**src/common/boxsum_pkg.sv**
```systemverilog
package boxsum_pkg;

  // one channel of a pixel beat
  localparam int PIX_W = 8;

  // horizontal window length; the lane datapath is built around it
  localparam int WIN = 8;

  // WIN full-scale pixels, 8 * 255 = 2040, fit in 11 bits
  localparam int SUM_W = PIX_W + 3;

  // row sequencer states
  typedef enum logic [2:0] {
    S_IDLE   = 3'd0,
    S_START  = 3'd1,
    S_ROW    = 3'd2,
    S_FILL   = 3'd3,
    S_SLIDE  = 3'd4,
    S_FINISH = 3'd5
  } ctrl_state_e;

endpackage

```
**src/lane/window_lane.sv**
```systemverilog
`timescale 1ns/1ps

module window_lane (
  input  logic                        clk,
  input  logic                        rst_n,
  input  logic [boxsum_pkg::PIX_W-1:0] pix,
  input  logic                        shift,
  input  logic                        clr,
  input  logic                        emit,
  output logic [boxsum_pkg::SUM_W-1:0] sum,
  output logic                        sum_valid
);

  localparam int PIX_W = boxsum_pkg::PIX_W;
  localparam int SUM_W = boxsum_pkg::SUM_W;
  localparam int WIN   = boxsum_pkg::WIN;

  logic [PIX_W-1:0] hist [WIN];
  logic [SUM_W-1:0] acc;
  logic [SUM_W-1:0] acc_nxt;

  // oldest pixel drops out as the new one comes in
  assign acc_nxt = clr ? SUM_W'(pix) : acc + SUM_W'(pix) - SUM_W'(hist[WIN-1]);

  always_ff @(posedge clk) begin
    if (shift) begin
      for (int k = WIN - 1; k > 0; k--) begin
        hist[k] <= clr ? '0 : hist[k-1];
      end
      hist[0] <= pix;
    end
  end

  always_ff @(posedge clk or negedge rst_n) begin
    if (!rst_n) begin
      acc <= '0;
    end else if (shift) begin
      acc <= acc_nxt;
    end
  end

  always_ff @(posedge clk or negedge rst_n) begin
    if (!rst_n) begin
      sum_valid <= 1'b0;
    end else begin
      sum_valid <= emit;
    end
  end

  always_ff @(posedge clk) begin
    if (emit) begin
      sum <= acc_nxt;
    end
  end

endmodule

```
**src/rtl/beat_feeder.sv**
```systemverilog
`timescale 1ns/1ps

module beat_feeder #(
  parameter int LANES      = 4,
  parameter int FEED_DEPTH = 4
) (
  input  logic                                   clk,
  input  logic                                   rst_n,
  input  logic                                   in_valid,
  input  logic [LANES*boxsum_pkg::PIX_W-1:0]     in_data,
  input  logic                                   pop,
  output logic [LANES*boxsum_pkg::PIX_W-1:0]     head_data,
  output logic [$clog2(FEED_DEPTH+1)-1:0]        feed_level,
  output logic                                   in_credit
);

  localparam int DATA_W = LANES * boxsum_pkg::PIX_W;
  localparam int PTR_W  = (FEED_DEPTH > 1) ? $clog2(FEED_DEPTH) : 1;

  logic [DATA_W-1:0] mem [FEED_DEPTH];
  logic [PTR_W-1:0]  wr_ptr;
  logic [PTR_W-1:0]  rd_ptr;

  function automatic logic [PTR_W-1:0] next_ptr(input logic [PTR_W-1:0] p);
    return (p == PTR_W'(FEED_DEPTH - 1)) ? '0 : p + 1'b1;
  endfunction

  assign head_data = mem[rd_ptr];

  // sender holds a credit for every write, so no full check here
  always_ff @(posedge clk) begin
    if (in_valid) begin
      mem[wr_ptr] <= in_data;
    end
  end

  always_ff @(posedge clk or negedge rst_n) begin
    if (!rst_n) begin
      wr_ptr     <= '0;
      rd_ptr     <= '0;
      feed_level <= '0;
      in_credit  <= 1'b0;
    end else begin
      in_credit <= pop;
      if (in_valid) begin
        wr_ptr <= next_ptr(wr_ptr);
      end
      if (pop) begin
        rd_ptr <= next_ptr(rd_ptr);
      end
      case ({in_valid, pop})
        2'b10:   feed_level <= feed_level + 1'b1;
        2'b01:   feed_level <= feed_level - 1'b1;
        default: feed_level <= feed_level;
      endcase
    end
  end

endmodule

```
**src/rtl/row_ctrl.sv**
```systemverilog
`timescale 1ns/1ps

module row_ctrl #(
  parameter int COLS  = 12,
  parameter int ROWS  = 3,
  parameter int LVL_W = 3
) (
  input  logic             clk,
  input  logic             rst_n,
  input  logic             start,
  input  logic [LVL_W-1:0] feed_level,
  input  logic             room,
  output logic             pop,
  output logic             clr,
  output logic             shift,
  output logic             emit,
  output logic             busy,
  output logic             frame_done
);

  localparam int COL_W = $clog2(COLS + 1);
  localparam int ROW_W = $clog2(ROWS + 1);

  boxsum_pkg::ctrl_state_e state;
  boxsum_pkg::ctrl_state_e state_nxt;
  logic [COL_W-1:0]        col;
  logic [ROW_W-1:0]        row;
  logic                    have_pix;
  logic                    fill_done;
  logic                    col_last;
  logic                    row_last;

  // col counts pixels already popped in the current row
  assign have_pix  = (feed_level != '0);
  assign fill_done = (col == COL_W'(boxsum_pkg::WIN - 2));
  assign col_last  = (col == COL_W'(COLS - 1));
  assign row_last  = (row == ROW_W'(ROWS - 1));

  always_comb begin
    case (state)
      boxsum_pkg::S_ROW,
      boxsum_pkg::S_FILL:  pop = have_pix;
      boxsum_pkg::S_SLIDE: pop = have_pix & room;
      default:             pop = 1'b0;
    endcase
  end

  assign shift      = pop;
  assign clr        = pop & (state == boxsum_pkg::S_ROW);
  assign emit       = pop & (state == boxsum_pkg::S_SLIDE);
  assign busy       = (state != boxsum_pkg::S_IDLE);
  assign frame_done = (state == boxsum_pkg::S_FINISH);

  always_comb begin
    state_nxt = state;
    case (state)
      boxsum_pkg::S_IDLE:   if (start) state_nxt = boxsum_pkg::S_START;
      // two beats queued before the first pop of the frame
      boxsum_pkg::S_START:  if (feed_level >= LVL_W'(2)) state_nxt = boxsum_pkg::S_ROW;
      boxsum_pkg::S_ROW:    if (pop) state_nxt = boxsum_pkg::S_FILL;
      boxsum_pkg::S_FILL:   if (pop && fill_done) state_nxt = boxsum_pkg::S_SLIDE;
      boxsum_pkg::S_SLIDE: begin
        if (pop && col_last) begin
          state_nxt = row_last ? boxsum_pkg::S_FINISH : boxsum_pkg::S_ROW;
        end
      end
      default:              state_nxt = boxsum_pkg::S_IDLE;
    endcase
  end

  always_ff @(posedge clk or negedge rst_n) begin
    if (!rst_n) begin
      state <= boxsum_pkg::S_IDLE;
      col   <= '0;
      row   <= '0;
    end else begin
      state <= state_nxt;
      if (clr) begin
        col <= COL_W'(1);
      end else if (pop) begin
        col <= col + 1'b1;
      end
      if (state == boxsum_pkg::S_IDLE) begin
        row <= '0;
      end else if (pop && col_last) begin
        row <= row + 1'b1;
      end
    end
  end

endmodule

```
**src/rtl/sum_drain.sv**
```systemverilog
`timescale 1ns/1ps

module sum_drain #(
  parameter int LANES     = 4,
  parameter int OUT_DEPTH = 4
) (
  input  logic                               clk,
  input  logic                               rst_n,
  input  logic                               wr,
  input  logic [LANES*boxsum_pkg::SUM_W-1:0] wr_data,
  input  logic                               inflight,
  input  logic                               out_credit,
  output logic                               out_valid,
  output logic [LANES*boxsum_pkg::SUM_W-1:0] out_data,
  output logic                               room
);

  localparam int DATA_W = LANES * boxsum_pkg::SUM_W;
  localparam int PTR_W  = (OUT_DEPTH > 1) ? $clog2(OUT_DEPTH) : 1;
  localparam int CNT_W  = $clog2(OUT_DEPTH + 1);
  // receiver may run ahead with credits; counter saturates
  localparam int CRED_W = 16;

  logic [DATA_W-1:0] mem [OUT_DEPTH];
  logic [PTR_W-1:0]  wr_ptr;
  logic [PTR_W-1:0]  rd_ptr;
  logic [CNT_W-1:0]  count;
  logic [CRED_W-1:0] credits;
  logic              send;

  function automatic logic [PTR_W-1:0] next_ptr(input logic [PTR_W-1:0] p);
    return (p == PTR_W'(OUT_DEPTH - 1)) ? '0 : p + 1'b1;
  endfunction

  assign send = (count != '0) && (credits != '0);

  // the beat sitting in the lane register is not yet counted
  assign room = (int'(count) + int'(inflight)) < OUT_DEPTH;

  always_ff @(posedge clk) begin
    if (wr) begin
      mem[wr_ptr] <= wr_data;
    end
    if (send) begin
      out_data <= mem[rd_ptr];
    end
  end

  always_ff @(posedge clk or negedge rst_n) begin
    if (!rst_n) begin
      wr_ptr    <= '0;
      rd_ptr    <= '0;
      count     <= '0;
      credits   <= '0;
      out_valid <= 1'b0;
    end else begin
      out_valid <= send;
      if (wr) begin
        wr_ptr <= next_ptr(wr_ptr);
      end
      if (send) begin
        rd_ptr <= next_ptr(rd_ptr);
      end
      case ({wr, send})
        2'b10:   count <= count + 1'b1;
        2'b01:   count <= count - 1'b1;
        default: count <= count;
      endcase
      if (out_credit && !send && (credits != '1)) begin
        credits <= credits + 1'b1;
      end else if (send && !out_credit) begin
        credits <= credits - 1'b1;
      end
    end
  end

endmodule

```
**src/rtl/boxsum_top.sv**
```systemverilog
`timescale 1ns/1ps

module boxsum_top #(
  parameter int LANES      = 4,
  parameter int COLS       = 12,
  parameter int ROWS       = 3,
  parameter int FEED_DEPTH = 4,
  parameter int OUT_DEPTH  = 4
) (
  input  logic                                clk,
  input  logic                                rst_n,
  input  logic                                start,
  input  logic                                in_valid,
  input  logic [LANES*boxsum_pkg::PIX_W-1:0]  in_data,
  output logic                                in_credit,
  output logic                                out_valid,
  output logic [LANES*boxsum_pkg::SUM_W-1:0]  out_data,
  input  logic                                out_credit,
  output logic                                busy,
  output logic                                frame_done
);

  localparam int PIX_W = boxsum_pkg::PIX_W;
  localparam int SUM_W = boxsum_pkg::SUM_W;
  localparam int LVL_W = $clog2(FEED_DEPTH + 1);

  logic [LVL_W-1:0]       feed_level;
  logic [LANES*PIX_W-1:0] head_data;
  logic [LANES*SUM_W-1:0] lane_sum;
  logic [LANES-1:0]       lane_valid;
  logic                   pop;
  logic                   clr;
  logic                   shift;
  logic                   emit;
  logic                   room;

  beat_feeder #(
    .LANES      (LANES),
    .FEED_DEPTH (FEED_DEPTH)
  ) u_feeder (
    .clk        (clk),
    .rst_n      (rst_n),
    .in_valid   (in_valid),
    .in_data    (in_data),
    .pop        (pop),
    .head_data  (head_data),
    .feed_level (feed_level),
    .in_credit  (in_credit)
  );

  row_ctrl #(
    .COLS  (COLS),
    .ROWS  (ROWS),
    .LVL_W (LVL_W)
  ) u_ctrl (
    .clk        (clk),
    .rst_n      (rst_n),
    .start      (start),
    .feed_level (feed_level),
    .room       (room),
    .pop        (pop),
    .clr        (clr),
    .shift      (shift),
    .emit       (emit),
    .busy       (busy),
    .frame_done (frame_done)
  );

  for (genvar i = 0; i < LANES; i++) begin : g_lane
    window_lane u_lane (
      .clk       (clk),
      .rst_n     (rst_n),
      .pix       (head_data[i*PIX_W +: PIX_W]),
      .shift     (shift),
      .clr       (clr),
      .emit      (emit),
      .sum       (lane_sum[i*SUM_W +: SUM_W]),
      .sum_valid (lane_valid[i])
    );
  end

  // lane 0 valid is last cycle's emit, so it doubles as the in-flight reservation
  sum_drain #(
    .LANES     (LANES),
    .OUT_DEPTH (OUT_DEPTH)
  ) u_drain (
    .clk        (clk),
    .rst_n      (rst_n),
    .wr         (lane_valid[0]),
    .wr_data    (lane_sum),
    .inflight   (lane_valid[0]),
    .out_credit (out_credit),
    .out_valid  (out_valid),
    .out_data   (out_data),
    .room       (room)
  );

endmodule

```
**config.mk**
```make
export PLATFORM = sky130hd
export DESIGN_NAME = boxsum_top
export DESIGN_NICKNAME = d
export VERILOG_FILES = /design/src/common/boxsum_pkg.sv /design/src/lane/window_lane.sv /design/src/rtl/beat_feeder.sv /design/src/rtl/row_ctrl.sv /design/src/rtl/sum_drain.sv /design/src/rtl/boxsum_top.sv
export SDC_FILE = /design/constraint.sdc
export NUM_CORES = 1
export LEC_CHECK = 0
export ABC_AREA = 1
export ABC_CLOCK_PERIOD_IN_PS = 16700
export BUFFER_PORTS_ARGS = -buffer_cell sky130_fd_sc_hd__buf_2
export CAP_MARGIN = 30
export CORE_AREA = 3 3 245 223
export CTS_BUF_LIST = sky130_fd_sc_hd__clkbuf_8
export CTS_CLUSTER_DIAMETER = 60
export DETAILED_ROUTE_END_ITERATION = 6
export DIE_AREA = 0 0 248 226
export PLACE_DENSITY = 0.77
export SYNTH_ARGS = -nofsm -noshare
export SYNTH_HDL_FRONTEND = slang
export SYNTH_SLANG_ARGS = --single-unit
export TNS_END_PERCENT = 10
```
**constraint.sdc**
```tcl
create_clock -name clk -period 16.7 [get_ports clk]
set_input_delay 1.67 -clock clk [delete_from_list [all_inputs] [get_ports clk]]
set_output_delay 1.67 -clock clk [all_outputs]
set_load 0.02 [all_outputs]
```
==> flow_metrics.tcl, run 1 <==
set metrics [dict create \
    fillers 3805 \
    fin_setup_tns_ps 0 \
    path_max_fanout 32 \
    chipWidth_um 248 \
    synthDistinctLibCells 40 \
    fmax_ghz 0.237 \
    worst_pin_slew_ps 911 \
    syn_inst 2813 \
    grt_max_degree 175 \
    hold_viol_final 0 \
    ys_top_cells_by_count "edfxtp_1 (648), inv_1 (512), nand2_1 (434)" \
    post_cts_buffers 0 \
    relSlewSlack_pct 39.3 \
    cp_top_family "buffers and inverters" \
    placement.io_buffers 84 \
    multiInputGateArea_sq_um 7710 \
    ys_seq_area_share_pct 68.2 \
    maxSlewViolCount 0 \
    clock_path_buffers 3 \
    yosysWarnings 0 \
    synth_top_area_share_pct 61.4 \
    start_util_pct 61.1 \
    row_count 79 \
    antennaDiodeCount 0 \
    overflow 0 \
    crit_path_start_kind "register" \
    synth-seq-cells 734 \
    slowest_stage "inv_1" \
    synth.cell_area_sq_um 31700 \
    wl_mm 60.4 \
    maxCapViolations 0 \
    criticalPathCategory "reg2reg" \
    final_antenna_net_count 0 \
    drcViolationCount 0 \
    design.core.area_sq_um 51900 \
    path_cells "inv_1, buf_4, nand2_1, a32oi_1, inv_1, fa_1, inv_1, ha_1, inv_1, nor3_1, nand3_1, nand3_1, nand2_1, nand2_1, nor2_1" \
    dieArea_sq_um 56000 \
    grt_pass1_vias 19000 \
    hp-class "reg2reg" \
    grt_first_pass_wirelength_mm 96.8 \
    numCtsBuffers 110 \
    place_congestion 0.868 \
    die_h_um 226 \
    synthXorXnorAreaFrac_pct 0.553 \
    synth_compound_area_share_pct 6.30 \
    synth_fa_ha_area_share_pct 5.09 \
    root_buffer "clkbuf_8" \
    period_share_pct 25.3 \
    clk_pin_slew_worst_paths_ps 60 \
    synth.most_common_cell "edfxtp_1" \
    fin_worst_skew_ps 25.3 \
    io_pins 85 \
    worstPathRequired_ps 17120 \
    async_flop_share_pct 11.7 \
    synth_top_family_by_area "simple AND/OR/NAND/NOR gates" \
    drt_iter0_drc 1597 \
    clock_sinks 734 \
    insertion_delay_ps 710 \
    synth_area_per_cell_sq_um 11.3 \
    path_common_cell "inv_1" \
    yosys-top-cells-area "edfxtp_1 (61%), dfrtp_1 (6.8%), inv_1 (6.1%), nand2_1 (5.1%), nor2_1 (4.7%)" \
    max_stage_delay_ps 650 \
    status "finished clean" \
    final_layout_size_suffix_gt1_share_pct 8.81 \
    rsz0062_at_grt "false" \
    endpoint_kind "register" \
    setup_viol 0 \
    hpwlAfterDp_mm 37.5 \
    path_buf_inv 5 \
    cts_tree "yes" \
    synthMuxAreaShare_pct 0 \
    first_pass_iters 5 \
    synth_ff_type "edfxtp_1" \
    worstPathArrival_ps 4640 \
    grt_usage_pct 22.0 \
    synth_largest_area_cell "edfxtp_1" \
    cts_htree_levels 3 \
    cts_resized 0 \
    antenna_found_initial 0 \
    regArea_sq_um 21600 \
    synth-edff-count 648 \
    synthSimpleGateAreaFrac_pct 12.3 \
    ctsHoldBuffers 0 \
    wl_per_cell_um 16.2 \
    final_nets 3083 \
    vias_per_cell 5.25 \
    min_period_ps 4220 \
    area_delta_synth_final_pct 10.2 \
    vias 19500 \
    synth_fp_nets 2958 \
]
-- path summary, 6_finish.rpt --
path                            cells past startpoint                          startpoint  slack [ps]                                  to
worst max-delay path                               15      u_feeder.rd_ptr[0]$_DFFE_PN0P_       12480  g_lane[2].u_lane.sum[10]$_DFFE_PP_
worst min-delay path                                1  u_feeder.feed_level[2]$_DFFE_PN0P_         470  u_feeder.feed_level[2]$_DFFE_PN0P_
worst max register to register                     15      u_feeder.rd_ptr[0]$_DFFE_PN0P_       12480  g_lane[2].u_lane.sum[10]$_DFFE_PP_
worst min register to register                      1  u_feeder.feed_level[2]$_DFFE_PN0P_         470  u_feeder.feed_level[2]$_DFFE_PN0P_
max in group asynchronous                           2                               rst_n       14490       u_drain.rd_ptr[0]$_DFFE_PN0P_
min in group asynchronous                           1                               rst_n         920      u_feeder.wr_ptr[1]$_DFFE_PN0P_
-- registers in the layout, summed over array words and instances, names as in the netlist --
register                 cells
g_lane.u_lane.acc           44
g_lane.u_lane.hist         256
g_lane.u_lane.sum           44
g_lane.u_lane.sum_valid      1
u_ctrl.col                   4
u_ctrl.row                   2
u_ctrl.state                 3
u_drain.count                3
u_drain.credits             16
u_drain.mem                176
u_drain.out_data            44
u_drain.out_valid            1
u_drain.rd_ptr               2
u_drain.wr_ptr               2
u_feeder.feed_level          3
u_feeder.in_credit           1
u_feeder.mem               128
u_feeder.rd_ptr              2
u_feeder.wr_ptr              2
-- kinds of logic after synthesis --
family	after synthesis
AO/OA/AOI/OAI	362
XOR/XNOR	20
buffers and inverters	612
AND/OR/NAND/NOR	977
flip-flops	734
adder cells (fa/ha/maj)	108
-- stage by stage --
step           area, sq um  utilization [%]  hold WS [ps]  cells  setup WS (ps)
3_5_place_dp         32800             63.1           466   3514          12490
2_1_floorplan        31700                -           446   2813           8140
5_1_grt              34900             67.3           501   3720          12070
6_report             34900             67.3           472   3720          12480
4_1_cts              34900             67.3           479   3720          12480
3_3_place_gp         32700             63.1           461   3513          12550
-- layer usage --
metal  part of all wire (%)  global-route usage [%]  vias to the layer above
li1                       -                       -                     9566
met1                     46                    32.0                     9257
met2                     45                    34.1                      583
met3                    6.5                    4.26                      106
met4                    2.3                    7.08                        0
met5                      0                       0                        -
-- cells in the final DEF (no fill, tap or decap), drive strengths merged, types with 4 or more instances in the layout --
master    count
edfxtp      648
inv         555
nand2       436
nor2        402
o21ai       200
clkbuf      117
buf         108
nand3        94
dfrtp        86
a21oi        76
ha           73
o22ai        52
clkinv       40
fa           35
nand4        23
a32oi        16
xnor2        12
nor3         11
xor2          8
bufinv        6
nand3b        5
o21bai        5
clkinvlp      5
a32o          4
and2          4
-- area by class of cell --
| class | count | area share (%) |
|---|---|---|
| clock buffers | 117 | 4.61 |
| inverters | 517 | 5.61 |
| clock inverters | 89 | 1.58 |
| flip-flops and latches | 734 | 61.9 |
| multi-input cells | 1467 | 22.1 |
| well taps | 688 | 2.46 |
| repair buffers | 108 | 1.78 |
Power of run 1 is not shown: default switching activity piles up to over one toggle a cycle in this logic, so the estimate is an artifact.
==> run 2: changes to the inputs <==
- ABC_CLOCK_PERIOD_IN_PS: 16700 -> 4200
- clock period: 16.7 -> 4.2 ns (I/O delays scaled with it)
==> run 2 against run 1 <==
Effect of this change:
- critical path depth fell by 1
- worst setup slack worse by 12000 ps
- final area up 1.4%
- die area unchanged
- core utilization is 0.97 points higher
- count of clock-buffer cells in the layout is the same
- largest cell class unchanged
==> flow_metrics.tcl, run 2 (synthesized netlist as in run 1, its figures left out) <==
set metrics [dict create \
    vias_per_cell 5.23 \
    wl_mm 61.7 \
    fmax_ghz 0.268 \
    clock_path_buffers 3 \
    post-place-cells 3528 \
    slowest_stage "fa_1" \
    crit_path_start "u_feeder.rd_ptr[0]$_DFFE_PN0P_" \
    hpwlAfterDp_mm 38.5 \
    worstPathArrival_ps 4210 \
    fin_worst_skew_ps 23.7 \
    min_period_ps 3730 \
    fin_setup_tns_ps 0 \
    layout_common_cells "edfxtp_1 (648), inv_1 (540), nand2_1 (434)" \
    io_pins 85 \
    r2r_end "g_lane[0].u_lane.sum[8]$_DFFE_PP_" \
    overflow 0 \
    row_count 79 \
    hp-class "in2reg" \
    final_antenna_net_count 0 \
    layout.cells.non_filler 3769 \
    antenna_found_initial 1 \
    largest_reg_flops 256 \
    setup_viol 0 \
    max_stage_delay_ps 530 \
    cp_top_family "adder cells" \
    drcViolationCount 0 \
    drt_iter0_drc 1636 \
    final_nets 3130 \
    r2r_cells 14 \
    largest_register "g_lane.u_lane.hist" \
    first_pass_iters 6 \
    path_common_cell "nand2_1" \
    hold-worst-slack_ps 188 \
    cp_num_cells 14 \
    die_h_um 226 \
    reg2reg_from "u_feeder.rd_ptr[0]$_DFFE_PN0P_" \
    place_congestion 0.864 \
    grt_first_pass_wirelength_mm 99.7 \
    grt_usage_pct 22.8 \
    path_max_fanout 53 \
    final_common_cell "edfxtp_1" \
    maxCapViolations 0 \
    hold_viol_final 0 \
    dieArea_sq_um 56000 \
    design.core.area_sq_um 51900 \
    grt_pass1_vias 19500 \
    area_delta_synth_final_pct 11.8 \
    relSlewSlack_pct 36.2 \
    chipWidth_um 248 \
    worstPathRequired_ps 4680 \
    start_util_pct 61.1 \
    worst_pin_slew_ps 957 \
    clk_pin_slew_worst_paths_ps 60 \
    cts_resized 0 \
    vias 19700 \
    cts_tree "yes" \
    endpoint_kind "register" \
    utilization_pct 68.3 \
    top_regs "g_lane.u_lane.hist x256, u_drain.mem x176, u_feeder.mem x128" \
    placement.io_buffers 84 \
    status "finished clean" \
    maxSlewViolCount 0 \
    wl_per_cell_um 16.4 \
    root_buffer "clkbuf_8" \
    numCtsBuffers 109 \
    ctsHoldBuffers 34 \
    criticalPathCategory "reg2reg" \
    period_share_pct 88.7 \
    insertion_delay_ps 720 \
    path_buf_inv 4 \
    grt_max_degree 158 \
    clock_sinks 734 \
    crit_path_start_kind "register" \
    final_layout_size_suffix_gt1_share_pct 9.22 \
    cts_htree_levels 3 \
    critical_path.endpoint "g_lane[0].u_lane.sum[8]$_DFFE_PP_" \
    path_cells "buf_4, nand2_1, a32oi_1, inv_1, fa_1, inv_1, ha_1, nand2_1, o21ai_0, nand4_1, nand2_1, nand2_1, nand3_1, inv_1" \
    post_cts_buffers 0 \
    rsz0062_at_grt "false" \
    reg2reg_slack_ps 470 \
]
==> run 2: how the worst min path moves through the flow <==
stage / start / to / slack (ps) / depth (start not counted)
floorplan: rst_n / g_lane[0].u_lane.acc[0]$_DFFE_PN0P_ / 120 / 0
global placement: u_feeder.feed_level[0]$_DFFE_PN0P_ / u_feeder.feed_level[0]$_DFFE_PN0P_ / 460 / 1
detailed placement: u_feeder.feed_level[2]$_DFFE_PN0P_ / u_feeder.feed_level[2]$_DFFE_PN0P_ / 460 / 1
CTS: start / u_ctrl.state[1]$_DFFE_PN0P_ / 130 / 5
global route: start / u_ctrl.state[1]$_DFFE_PN0P_ / 160 / 5
finish: start / u_ctrl.state[1]$_DFFE_PN0P_ / 190 / 5
==> run 2: cell type report <==
cell class              count  area (sq um)
inverters                 517          1960
multi-input cells        1467          7720
diodes                      2          5.00
clock inverters            88           532
well taps                 688           861
fillers                  3711         16500
flip-flops and latches    734         21600
clock buffers             117          1610
repair buffers            156          1130
==> run 2: metrics by stage <==
| stage | cell area, sq um | setup slack, ps |
|---|---|---|
| 2_1_floorplan | 31700 | -1370 |
| 3_3_place_gp | 32900 | 592 |
| 3_5_place_dp | 33000 | 510 |
| 4_1_cts | 35400 | 496 |
| 5_1_grt | 35400 | 53.8 |
| 6_report | 35400 | 474 |
==> run 2: tightest hold or removal path, stage by stage <==
cell     delay (ps)
buf_2           100
nor2_1          110
nor3_1          100
nand3_1          80
nand2_1          50
==> run 2: per-layer routing <==
layer  vias up  track usage (%)  wire length (um)
li1       9662                -                 -
met2       559             35.5             28300
met5         -                0                 0
met4         0             6.21               944
met1      9394             33.4             28300
met3        80             4.43              4120
Power of run 2 is left out for the same reason.
